## config.mk

```make
export PLATFORM = sky130hd
export DESIGN_NAME = rx_irq_top
export DESIGN_NICKNAME = d
export VERILOG_FILES = /design/src/rx_irq_pkg.sv /design/src/ring_ptr_if.sv /design/src/rx_host_reg_decode.sv /design/src/rx_ring_writer.sv /design/src/rx_irq_gen.sv /design/src/rx_irq_top.sv
export VERILOG_INCLUDE_DIRS = /design/src
export SDC_FILE = /design/constraint.sdc
export NUM_CORES = 1
export LEC_CHECK = 0
export BUFFER_PORTS_ARGS = -buffer_cell sky130_fd_sc_hd__buf_4
export CAP_MARGIN = 20
export CORE_MARGIN = 2
export CORE_UTILIZATION = 55
export CTS_CLUSTER_DIAMETER = 150
export DETAILED_ROUTE_END_ITERATION = 8
export GPL_TIMING_DRIVEN = 0
export HOLD_SLACK_MARGIN = 0.08
export PLACE_DENSITY = 0.77
export REMOVE_ABC_BUFFERS = 1
export SYNTH_ARGS = -nofsm -noshare
export SYNTH_HDL_FRONTEND = slang
export SYNTH_SLANG_ARGS = --single-unit
```

## constraint.sdc

```tcl
create_clock -name clk -period 7.7 [get_ports clk]
set_input_delay 1.155 -clock clk [delete_from_list [all_inputs] [get_ports clk]]
set_output_delay 1.155 -clock clk [all_outputs]
set_load 0.005 [all_outputs]
```

## src/rx_irq_consts.svh

```systemverilog
//////////////////////////////////////////////////////////////////////
// constants for the rx interrupt subsystem
// ring geometry, frame limits and the host register map
// include at the top of any file that needs them
//////////////////////////////////////////////////////////////////////
`ifndef RX_IRQ_CONSTS_SVH
`define RX_IRQ_CONSTS_SVH

// ring geometry
`define RX_RING_SLOTS       16      // host ring capacity in slots
`define RX_SLOT_BYTES       128     // bytes per slot, power of two

// largest legal frame, needs 12 slots
`define RX_MAX_FRAME_BYTES  1518

//////////////////////////////////////////////////////////////////////
// host register map
//////////////////////////////////////////////////////////////////////
`define RX_REG_CTRL         4'h0    // bit 0 = host ready
`define RX_REG_SW_PTR       4'h1    // software pointer, read/write
`define RX_REG_HW_PTR       4'h2    // hardware pointer, read only

`endif

```

## src/rx_irq_pkg.sv

```systemverilog
//////////////////////////////////////////////////////////////////////
// shared types for the rx interrupt subsystem
// pointers, frame length, register bus and interrupt fsm state
//////////////////////////////////////////////////////////////////////
`default_nettype none

package rx_irq_pkg;

    // free-running slot count, wraps only after 2^64 slots
    typedef logic [63:0] ring_ptr_t;

    // frame length in bytes
    typedef logic [15:0] frame_len_t;

    // host register bus
    typedef logic [3:0]  reg_addr_t;
    typedef logic [63:0] reg_data_t;

    // interrupt generator states
    typedef enum logic [1:0] {
        irq_idle   = 2'd0,  // waiting for host ready
        irq_armed  = 2'd1,  // ready, no activity seen yet
        irq_active = 2'd2   // irq follows pending work
    } irq_state_t;

endpackage

`default_nettype wire

```

## src/ring_ptr_if.sv

```systemverilog
//////////////////////////////////////////////////////////////////////
// ring pointer bundle between decode, ring writer and irq generator
// one modport per block, no clock inside
//////////////////////////////////////////////////////////////////////
`timescale 1ns/1ps
`default_nettype none

interface ring_ptr_if;
    import rx_irq_pkg::*;

    ring_ptr_t hw_ptr;          // slots produced by the writer
    ring_ptr_t sw_ptr;          // slots consumed by the host
    logic      host_ready;      // ctrl bit 0
    logic      mac_activity;    // one-cycle pulse per accepted frame

    // register decode owns the host side, reads hw_ptr for readback
    modport decode (
        output sw_ptr,
        output host_ready,
        input  hw_ptr
    );

    // ring writer owns the hw side
    modport writer (
        output hw_ptr,
        output mac_activity,
        input  sw_ptr
    );

    // irq generator only watches
    modport irq (
        input hw_ptr,
        input sw_ptr,
        input host_ready,
        input mac_activity
    );

endinterface

`default_nettype wire

```

## src/rx_host_reg_decode.sv

```systemverilog
//////////////////////////////////////////////////////////////////////
// host register port, four-phase req/ack
// holds sw pointer and host ready, reads back ctrl and both pointers
// ack rises the edge req is seen, falls the edge after req drops
//////////////////////////////////////////////////////////////////////
`timescale 1ns/1ps
`default_nettype none

`include "rx_irq_consts.svh"

module rx_host_reg_decode (
    input  wire                   clk,
    input  wire                   rst,
    input  wire                   host_req,
    input  wire                   host_we,
    input  rx_irq_pkg::reg_addr_t host_addr,
    input  rx_irq_pkg::reg_data_t host_wdata,
    output logic                  host_ack,
    output rx_irq_pkg::reg_data_t host_rdata,
    ring_ptr_if.decode            ring
);
    import rx_irq_pkg::*;

    logic      accept;      // new request seen while idle
    reg_data_t rd_mux;      // readback of current register values

    // two states: ack low = idle, ack high = waiting for req to drop
    assign accept = host_req && !host_ack;

    // readback mux, unknown addresses read as zero
    always_comb begin
        case (host_addr)
            `RX_REG_CTRL:   rd_mux = reg_data_t'(ring.host_ready);
            `RX_REG_SW_PTR: rd_mux = ring.sw_ptr;
            `RX_REG_HW_PTR: rd_mux = ring.hw_ptr;
            default:        rd_mux = '0;
        endcase
    end

    //////////////////////////////////////////////////////////////////////
    // handshake and register writes
    //////////////////////////////////////////////////////////////////////
    always_ff @(posedge clk) begin
        if (rst) begin
            host_ack        <= 1'b0;
            ring.sw_ptr     <= '0;
            ring.host_ready <= 1'b0;
        end else begin
            if (accept) begin
                host_ack <= 1'b1;
                // write lands on the same edge as ack
                if (host_we) begin
                    case (host_addr)
                        `RX_REG_CTRL:   ring.host_ready <= host_wdata[0];
                        `RX_REG_SW_PTR: ring.sw_ptr     <= host_wdata;
                        default: ;  // hw ptr and holes are read only
                    endcase
                end
            end else if (host_ack && !host_req) begin
                host_ack <= 1'b0;   // phase four, back to idle
            end
        end
    end

    // read data captured at acceptance, stable while ack is high
    always_ff @(posedge clk) begin
        if (accept) begin
            host_rdata <= rd_mux;
        end
    end

    //////////////////////////////////////////////////////////////////////
    // protocol check
    //////////////////////////////////////////////////////////////////////
    // host must hold req until it sees ack
    a_req_held : assert property (
        @(posedge clk) disable iff (rst)
        (host_req && !host_ack) |=> host_req
    ) else $error("host_req dropped before host_ack");

endmodule

`default_nettype wire

```

## src/rx_ring_writer.sv

```systemverilog
//////////////////////////////////////////////////////////////////////
// rx ring writer, books slots for each frame reported by the mac side
// four-phase frame_req/frame_ack, ack waits for free ring space
// advances hw_ptr and pulses mac_activity on acceptance
//////////////////////////////////////////////////////////////////////
`timescale 1ns/1ps
`default_nettype none

`include "rx_irq_consts.svh"

module rx_ring_writer (
    input  wire                    clk,
    input  wire                    rst,
    input  wire                    frame_req,
    input  rx_irq_pkg::frame_len_t frame_len,
    output logic                   frame_ack,
    ring_ptr_if.writer             ring
);
    import rx_irq_pkg::*;

    logic [16:0] len_round;     // length plus slot-1, one spare bit
    ring_ptr_t   slots_needed;  // ceil(len / slot bytes)
    ring_ptr_t   used_slots;    // booked but not yet freed by host
    logic        room_ok;       // frame fits in what is left
    logic        accept;

    //////////////////////////////////////////////////////////////////////
    // slot count and free space
    //////////////////////////////////////////////////////////////////////
    assign len_round    = {1'b0, frame_len} + 17'(`RX_SLOT_BYTES - 1);
    assign slots_needed = ring_ptr_t'(len_round / 17'(`RX_SLOT_BYTES)); // shift by 7

    // free-running pointers, difference is the fill level
    assign used_slots = ring.hw_ptr - ring.sw_ptr;
    assign room_ok    = (used_slots + slots_needed) <= ring_ptr_t'(`RX_RING_SLOTS);

    // new req, ack low, and space for the whole frame
    assign accept = frame_req && !frame_ack && room_ok;

    //////////////////////////////////////////////////////////////////////
    // handshake, pointer and activity pulse
    //////////////////////////////////////////////////////////////////////
    always_ff @(posedge clk) begin
        if (rst) begin
            frame_ack         <= 1'b0;
            ring.hw_ptr       <= '0;
            ring.mac_activity <= 1'b0;
        end else begin
            ring.mac_activity <= 1'b0;     // default low, one-cycle pulse
            if (accept) begin
                frame_ack         <= 1'b1;
                ring.hw_ptr       <= ring.hw_ptr + slots_needed;
                ring.mac_activity <= 1'b1;
            end else if (frame_ack && !frame_req) begin
                frame_ack <= 1'b0;          // req dropped, release
            end
            // ring full: req stays pending, nothing dropped
        end
    end

    //////////////////////////////////////////////////////////////////////
    // input check
    //////////////////////////////////////////////////////////////////////
    // a legal frame needs at least one and at most 12 slots
    a_frame_len_legal : assert property (
        @(posedge clk) disable iff (rst)
        frame_req |-> (frame_len != '0) &&
                      (frame_len <= frame_len_t'(`RX_MAX_FRAME_BYTES))
    ) else $error("illegal frame_len 0x%h", frame_len);

endmodule

`default_nettype wire

```

## src/rx_irq_gen.sv

```systemverilog
//////////////////////////////////////////////////////////////////////
// rx interrupt generator
// two-flop resync of the activity pulse and an arm on host ready
// fires on first activity and then holds while work is pending
// arming is one-way until reset
//////////////////////////////////////////////////////////////////////
`timescale 1ns/1ps
`default_nettype none

module rx_irq_gen (
    input  wire     clk,
    input  wire     rst,
    output logic    send_irq,
    ring_ptr_if.irq ring
);
    import rx_irq_pkg::*;

    irq_state_t state;
    logic       act_meta;   // first resync stage
    logic       act_sync;   // second stage feeds the fsm

    //////////////////////////////////////////////////////////////////////
    // activity resync and irq fsm
    //////////////////////////////////////////////////////////////////////
    always_ff @(posedge clk) begin
        if (rst) begin
            act_meta <= 1'b0;
            act_sync <= 1'b0;
            send_irq <= 1'b0;
            state    <= irq_idle;
        end else begin
            act_meta <= ring.mac_activity;
            act_sync <= act_meta;

            case (state)
                irq_idle: begin
                    if (ring.host_ready) begin
                        state <= irq_armed;
                    end
                end

                irq_armed: begin
                    // first frame after arming lands 3 clks after the pulse
                    if (act_sync) begin
                        send_irq <= 1'b1;
                        state    <= irq_active;
                    end
                end

                irq_active: begin
                    // pending means new activity or unconsumed slots
                    send_irq <= act_sync || (ring.hw_ptr != ring.sw_ptr);
                end

                default: begin
                    send_irq <= 1'b0;   // unused encoding goes back to idle
                    state    <= irq_idle;
                end
            endcase
        end
    end

    //////////////////////////////////////////////////////////////////////
    // check
    //////////////////////////////////////////////////////////////////////
    // a pulse seen while armed reaches send_irq through both sync stages
    a_irq_after_activity : assert property (
        @(posedge clk) disable iff (rst)
        (state == irq_armed && ring.mac_activity) |-> ##3 send_irq
    ) else $error("send_irq not raised three clocks after activity");

endmodule

`default_nettype wire

```

## src/rx_irq_top.sv

```systemverilog
//////////////////////////////////////////////////////////////////////
// rx interrupt subsystem top level
// host register port, mac frame port and the interrupt output
// register decode, ring writer and irq generator share ring_ptr_if
//////////////////////////////////////////////////////////////////////
`timescale 1ns/1ps
`default_nettype none

module rx_irq_top (
    input  wire                    clk,
    input  wire                    rst,

    // host register port, four-phase
    input  wire                    host_req,
    input  wire                    host_we,
    input  rx_irq_pkg::reg_addr_t  host_addr,
    input  rx_irq_pkg::reg_data_t  host_wdata,
    output logic                   host_ack,
    output rx_irq_pkg::reg_data_t  host_rdata,

    // mac-side frame port, four-phase
    input  wire                    frame_req,
    input  rx_irq_pkg::frame_len_t frame_len,
    output logic                   frame_ack,

    // interrupt to host
    output logic                   send_irq
);

    // pointers, ready and activity between the three blocks
    ring_ptr_if ring0 ();

    // register decode
    rx_host_reg_decode decode0 (
        .clk        (clk),
        .rst        (rst),
        .host_req   (host_req),
        .host_we    (host_we),
        .host_addr  (host_addr),
        .host_wdata (host_wdata),
        .host_ack   (host_ack),
        .host_rdata (host_rdata),
        .ring       (ring0.decode)
    );

    // ring writer, execute stage
    rx_ring_writer writer0 (
        .clk       (clk),
        .rst       (rst),
        .frame_req (frame_req),
        .frame_len (frame_len),
        .frame_ack (frame_ack),
        .ring      (ring0.writer)
    );

    // interrupt generator, result stage
    rx_irq_gen irq0 (
        .clk      (clk),
        .rst      (rst),
        .send_irq (send_irq),
        .ring     (ring0.irq)
    );

endmodule

`default_nettype wire

```

-- After elaboration in Yosys (flattened, before gate mapping)
Cells that the tools add are included.
- order comparisons: 1
- eq/ne operators: 7
- reduce and logical (&&, ||, !) cells: 18
- bitwise gates (word level): 2
- mux-type cells: 11
- $add $sub $neg: 4
- operator list (operator ; count):
    one-hot mux 64 bit (3 select lines) ; 1
    adder 64 x 10 -> 64 bit ; 2
    <= comparator 64 x 5 -> 1 bit, second input constant ; 1
    inequality test 64 bit ; 1
    subtractor 64 bit ; 1
    adder 16 x 7 -> 17 bit, second input constant ; 1
    AND reduction 3 bit ; 3
    two-way mux 1 bit ; 6
    one-hot mux 2 bit (3 select lines) ; 1
    logical AND 1 bit ; 5
    equality test 4 x 1 -> 1 bit, second input constant ; 1
    equality test 4 x 2 -> 1 bit, second input constant ; 1
    logical NOT 1 bit ; 4
    logical NOT 4 bit ; 1
    two-way mux 2 bit ; 2
    nonzero test 2 bit ; 2
    one-hot mux 1 bit (3 select lines) ; 1
    equality test 2 x 1 -> 1 bit, second input constant ; 1
    equality test 2 bit, second input constant ; 1
    logical NOT 2 bit ; 1
    inequality test 2 x 1 -> 1 bit, second input constant ; 1
    inequality test 2 bit, second input constant ; 1
    inverter 1 bit ; 2
    AND reduction 2 bit ; 1
    logical OR 1 bit ; 1
- word-level logic and storage cells: 54
- input bits: 89
- register bits: 201

-- Logic depth before layout (Yosys ltp)
- depth after elaboration: 5
- depth in mapped cells: 27

-- Hierarchy
From an unflattened synthesis, not the netlist that was laid out.
- cells, all modules: 2160
- area total of the unflattened synthesis: 17807.1 um2
- by module, submodules not included (module ; area each (um2) ; times used ; cells an instance):
    rx_ring_writer ; 11192.0 ; 1 ; 1601
    rx_host_reg_decode ; 5619.1 ; 1 ; 434
    rx_irq_gen ; 996.0 ; 1 ; 125

-- Worst setup path after synthesis
Ideal clock, no wire load.
- path kind: input port to flip-flop
- start point: in frame_len[4]
- end point: reg writer0.ring.hw_ptr[26]
- cell stages on the path: 26
- setup slack: 0.426 ns
- arrival: 7.153 ns
- data required time: 7.579 ns
- setup time: 0.121 ns
- path buffers: 2
- path through: or4_1 or4_1 and2_1 nand3_1 nor2_1 nand3_1 nor2_1 nand2_1 xnor2_1 inv_1 fa_1 inv_1 ha_1 nand2_1 o21a_1 o311a_1 a21boi_1 o21ai_1 xnor2_1 a21o_1 or4_1 or4_1 buf_2 buf_2 nor4_1 mux2_2
- word-level cells in the longest chain between the ends: 4
- ends and longest elaborated chain (item ; RTL line ; text):
    start: declaration ; rx_irq_top.sv:23 ; input rx_irq_pkg::frame_len_t frame_len,
    adder 16 x 7 -> 17 bit * ; rx_ring_writer.sv:30 ; assign len_round = {1'b0, frame_len} + 17'(`RX_SLOT_BYTES - 1);
    adder 64 x 10 -> 64 bit ; rx_ring_writer.sv:35 ; assign room_ok = (used_slots + slots_needed) <= ring_ptr_t'(`RX_RING_SLOTS);
    <= comparator 64 x 5 -> 1 bit ; rx_ring_writer.sv:35 ;
    logical AND 1 bit ; rx_ring_writer.sv:38 ; assign accept = frame_req && !frame_ack && room_ok;
    end signal: assignment ; rx_ring_writer.sv:52 ; ring.hw_ptr <= ring.hw_ptr + slots_needed;
    end: declaration ; ring_ptr_if.sv:25 ; output hw_ptr,
Every way passes the cells marked *; elsewhere a longest branch is shown, timed or not.
A chain may end at the register's enable or synchronous reset.

-- Worst setup path in the final report
- start point: in frame_len[4]
- end point: reg writer0.ring.hw_ptr[3]
Same word-level chain as after synthesis.

==> qor.csv <==
stage,metric,value,unit
setup_path,r2r-start,decode0.ring.sw_ptr[29],
setup_path,startpoint,frame_len[4],
placement,hpwl,42900,microns
power_and_ir_drop,power_density,150,nW/um^2
global_routing,use_met2,0.598,
cts,cts_buffers,22,
floorplanning,die_w,175,microns
routing,via_per_inst,6.50,
routing,drt_iter0_markers,1541,
setup_path,cp_data_arrival_time,7.97,ns
power_and_ir_drop,fin_total_pwr,2.79,mW
setup_path,critPathKind,input port to register,
floorplanning,row_count,62,
cells_and_area,diodes,0,
sta,fin_crit_sh,0.982,
routing,finalWirelength,55700,microns
global_routing,use_met3,0.0411,
synth,syn_area,16100,sq um
placement,portBuffers,155,
sta,min_period,7.56,ns
cells_and_area,postLayoutCellArea,18700,sq um
global_routing,use_met1,0.458,
global_routing,antenna_found_initial,0,
synth,synthDistinctLibCells,81,
synth,synth_flop_cell,dfxtp_1,
global_routing,grt.overflow.total,0,
synth,avgSynthCellArea,8.04,sq um
hold_path,hold_path.class,register to register,
floorplanning,initial_core_util,0.560,
cts,clockBufferDepth,3,
placement,place.gp.congestion,0.996,
setup_path,start_kind,input port,
floorplanning,io_pins,156,
sta,maxSlewViolCount,0,
routing,vias,16200,
synth,ys_ff_latch,201,
floorplanning,die_y,175,microns
global_routing,top_usage_layer,met2,
placement,pre_cts_slack,-1.25,ns
sta,skew,0.0110,ns
global_routing,grt_pass1_wl,86200,microns
routing,ant_nets,0,
synth,syn_inst,2003,
floorplanning,core-area,28800,sq um
setup_path,critical_path.max_fanout,18,
cells_and_area,fill_cells,2445,
hold_path,hp-start,irq0.act_meta,
synth,synth-edff-count,64,
cts,cts_tree,built,
synth,yosysSeqAreaShare,0.290,
setup_path,rrSetupSlack,1.66,ns
synth,async_flop_share,0,
synth,yosys_warnings,0,
routing,wl_per_cell,22.4,microns
power_and_ir_drop,peakVddDrop,0.000164,V
global_routing,first_global_vias,15300,
routing,drc_errors,0,
cts,insertion_delay,0.53,ns
setup_path,worstPathRequired,8.11,ns
cts,htreeDepth,1,
cells_and_area,drive_gt1_frac,0.159,
cts,clockRootBuffer,clkbuf_16,
setup_path,cp-end-kind,register,
sta,tightest_slew,1.01,ns
synth,synth_top_area_frac,0.170,
sta,postLayoutSetupSlackWorst,0.137,ns
floorplanning,die-area,30700,sq um
sta,finalHoldViolCount,0,
outcome,status,"finished, final reports clean",
power_and_ir_drop,power_leakage,7.92,nW
global_routing,grt_usage,0.354,
sta,fmax,132,MHz
sta,setup_tns,0,ns
global_routing,grt_max_degree,114,
sta,maxSlewHeadroom,0.317,
routing,first_pass_iters,9,
cts,cts.clk_slew.worst_paths,0.06,ns
synth,synth_area_leaders,"dfxtp_1 17%, edfxtp_1 12%, ha_1 10%, nand2_1 5.7%, a21oi_1 5.7%",
cts,clock_sinks,201,
synth,yosysTopAreaCell,dfxtp_1,
placement,place_area,17600,sq um
cells_and_area,nNetsFinal,2320,
sta,finalSetupViolations,0,
cells_and_area,area_growth,15.8,%
flow_run,drv_cap,0,
## Yosys cell counts (38+ instances only)
library cell and instances:
o21ai_0 66, nor3_1 62, mux2_2 65, nand2_1 243
dfxtp_1 137, xnor2_1 38, a21oi_1 182, inv_1 95
nor4_1 43, ha_1 132, edfxtp_1 64, nand4_1 95
a22o_1 64, clkbuf_1 103, nor2_1 155, nand3_1 40
nor2b_1 65
## worst max-delay path: stages
cell      delay [ns]
buf_4           0.10
or4_1           0.49
or4_1           0.43
and2_1          0.22
nand3_1         0.12
nor2_1          0.09
nand3_1         0.14
nor2_1          0.12
nand2_1         0.10
xnor2_1         0.14
inv_1           0.09
fa_1            0.48
inv_1           0.06
ha_4            0.28
a21oi_2         0.25
o21ai_1         0.23
a211oi_2        0.41
o22ai_1         0.27
o31a_1          0.36
a2111o_1        0.36
nor4_2          0.27
nand4b_1        0.28
nand4b_1        0.36
buf_8           0.23
buf_8           0.17
nor3_4          0.23
buf_12          0.16
mux2_2          0.33
## report_power, final
| part | internal, mW | switching (mW) | total, mW |
|---|---|---|---|
| logic | 0.220 | 0.343 | 0.563 |
| registers | 1.12 | 0.00865 | 1.13 |
| clock network | 0.672 | 0.432 | 1.10 |
| total | 2.01 | 0.784 | 2.79 |
## logic make-up after synthesis
family / synth area share
flops: 0.290
simple gates: 0.257
buf+inv: 0.0513
xor+xnor: 0.0310
mux: 0.0543
compound gates: 0.201
fa+ha+maj: 0.116
## cells in the final DEF (no fill, tap or decap), drive strengths merged, types with 22 or more instances in the layout
master,instances
and3,22
ha,132
mux2,67
nor2b,65
nand3,40
inv,95
o21ai,74
xnor2,38
dfxtp,137
nand4,96
nor4,44
nand2,243
nor3,64
clkbuf,38
a22o,64
a21oi,182
nor2,155
edfxtp,64
a211oi,22
buf,181
## path summary, 6_finish.rpt
check	to	cells past startpoint
worst max-delay path	writer0.ring.hw_ptr[3]	28
worst min-delay path	irq0.act_sync	1
worst max register to register	writer0.ring.hw_ptr[3]	17
worst min register to register	irq0.act_sync	1
## registers in the layout (all words and copies together), names as in the netlist
signal / count
writer0.ring.hw_ptr: 64
decode0.ring.sw_ptr: 64
decode0.host_rdata: 64
irq0.act_sync: 1
decode0.host_ack: 1
decode0.ring.host_ready: 1
writer0.frame_ack: 1
irq0.act_meta: 1
irq0.state: 2
irq0.send_irq: 1
writer0.ring.mac_activity: 1
## cell type report
cell class                 instances  area, sq um  share of cell area
sequential                       201         4660               0.250
inverter                          95          357              0.0191
clock buffer                      38          692              0.0371
clock inverter                     2         60.1             0.00322
timing repair buffer             181         1510              0.0810
multi-input combinational       1587        10900               0.584
tap                              384          480              0.0258
## timing repair
action	CTS	global route
gates resized for setup	13	25
buffers inserted	5	2
endpoints found under the setup margin	64	64
gates cloned	1	0
pin swaps	2	3
hold buffers	0	0
## per-layer routing
metal / vias to the layer above / routed length (microns)
met1: 7667 / 23100
li1: 7587 / -
met5: - / 0
met4: 0 / 2830
met3: 161 / 3780
met2: 757 / 26000
## through the flow
| stage | instances | util | hold WS [ns] |
|---|---|---|---|
| detailed placement | 2440 | 0.613 | 0.425 |
| finish | 2488 | 0.648 | 0.442 |
| global route | 2488 | 0.648 | 0.449 |
| global placement | 2421 | 0.601 | 0.421 |
| floorplan | 1882 | - | 0.414 |
| CTS | 2486 | 0.643 | 0.444 |
Power figures use the tool's default switching activity.
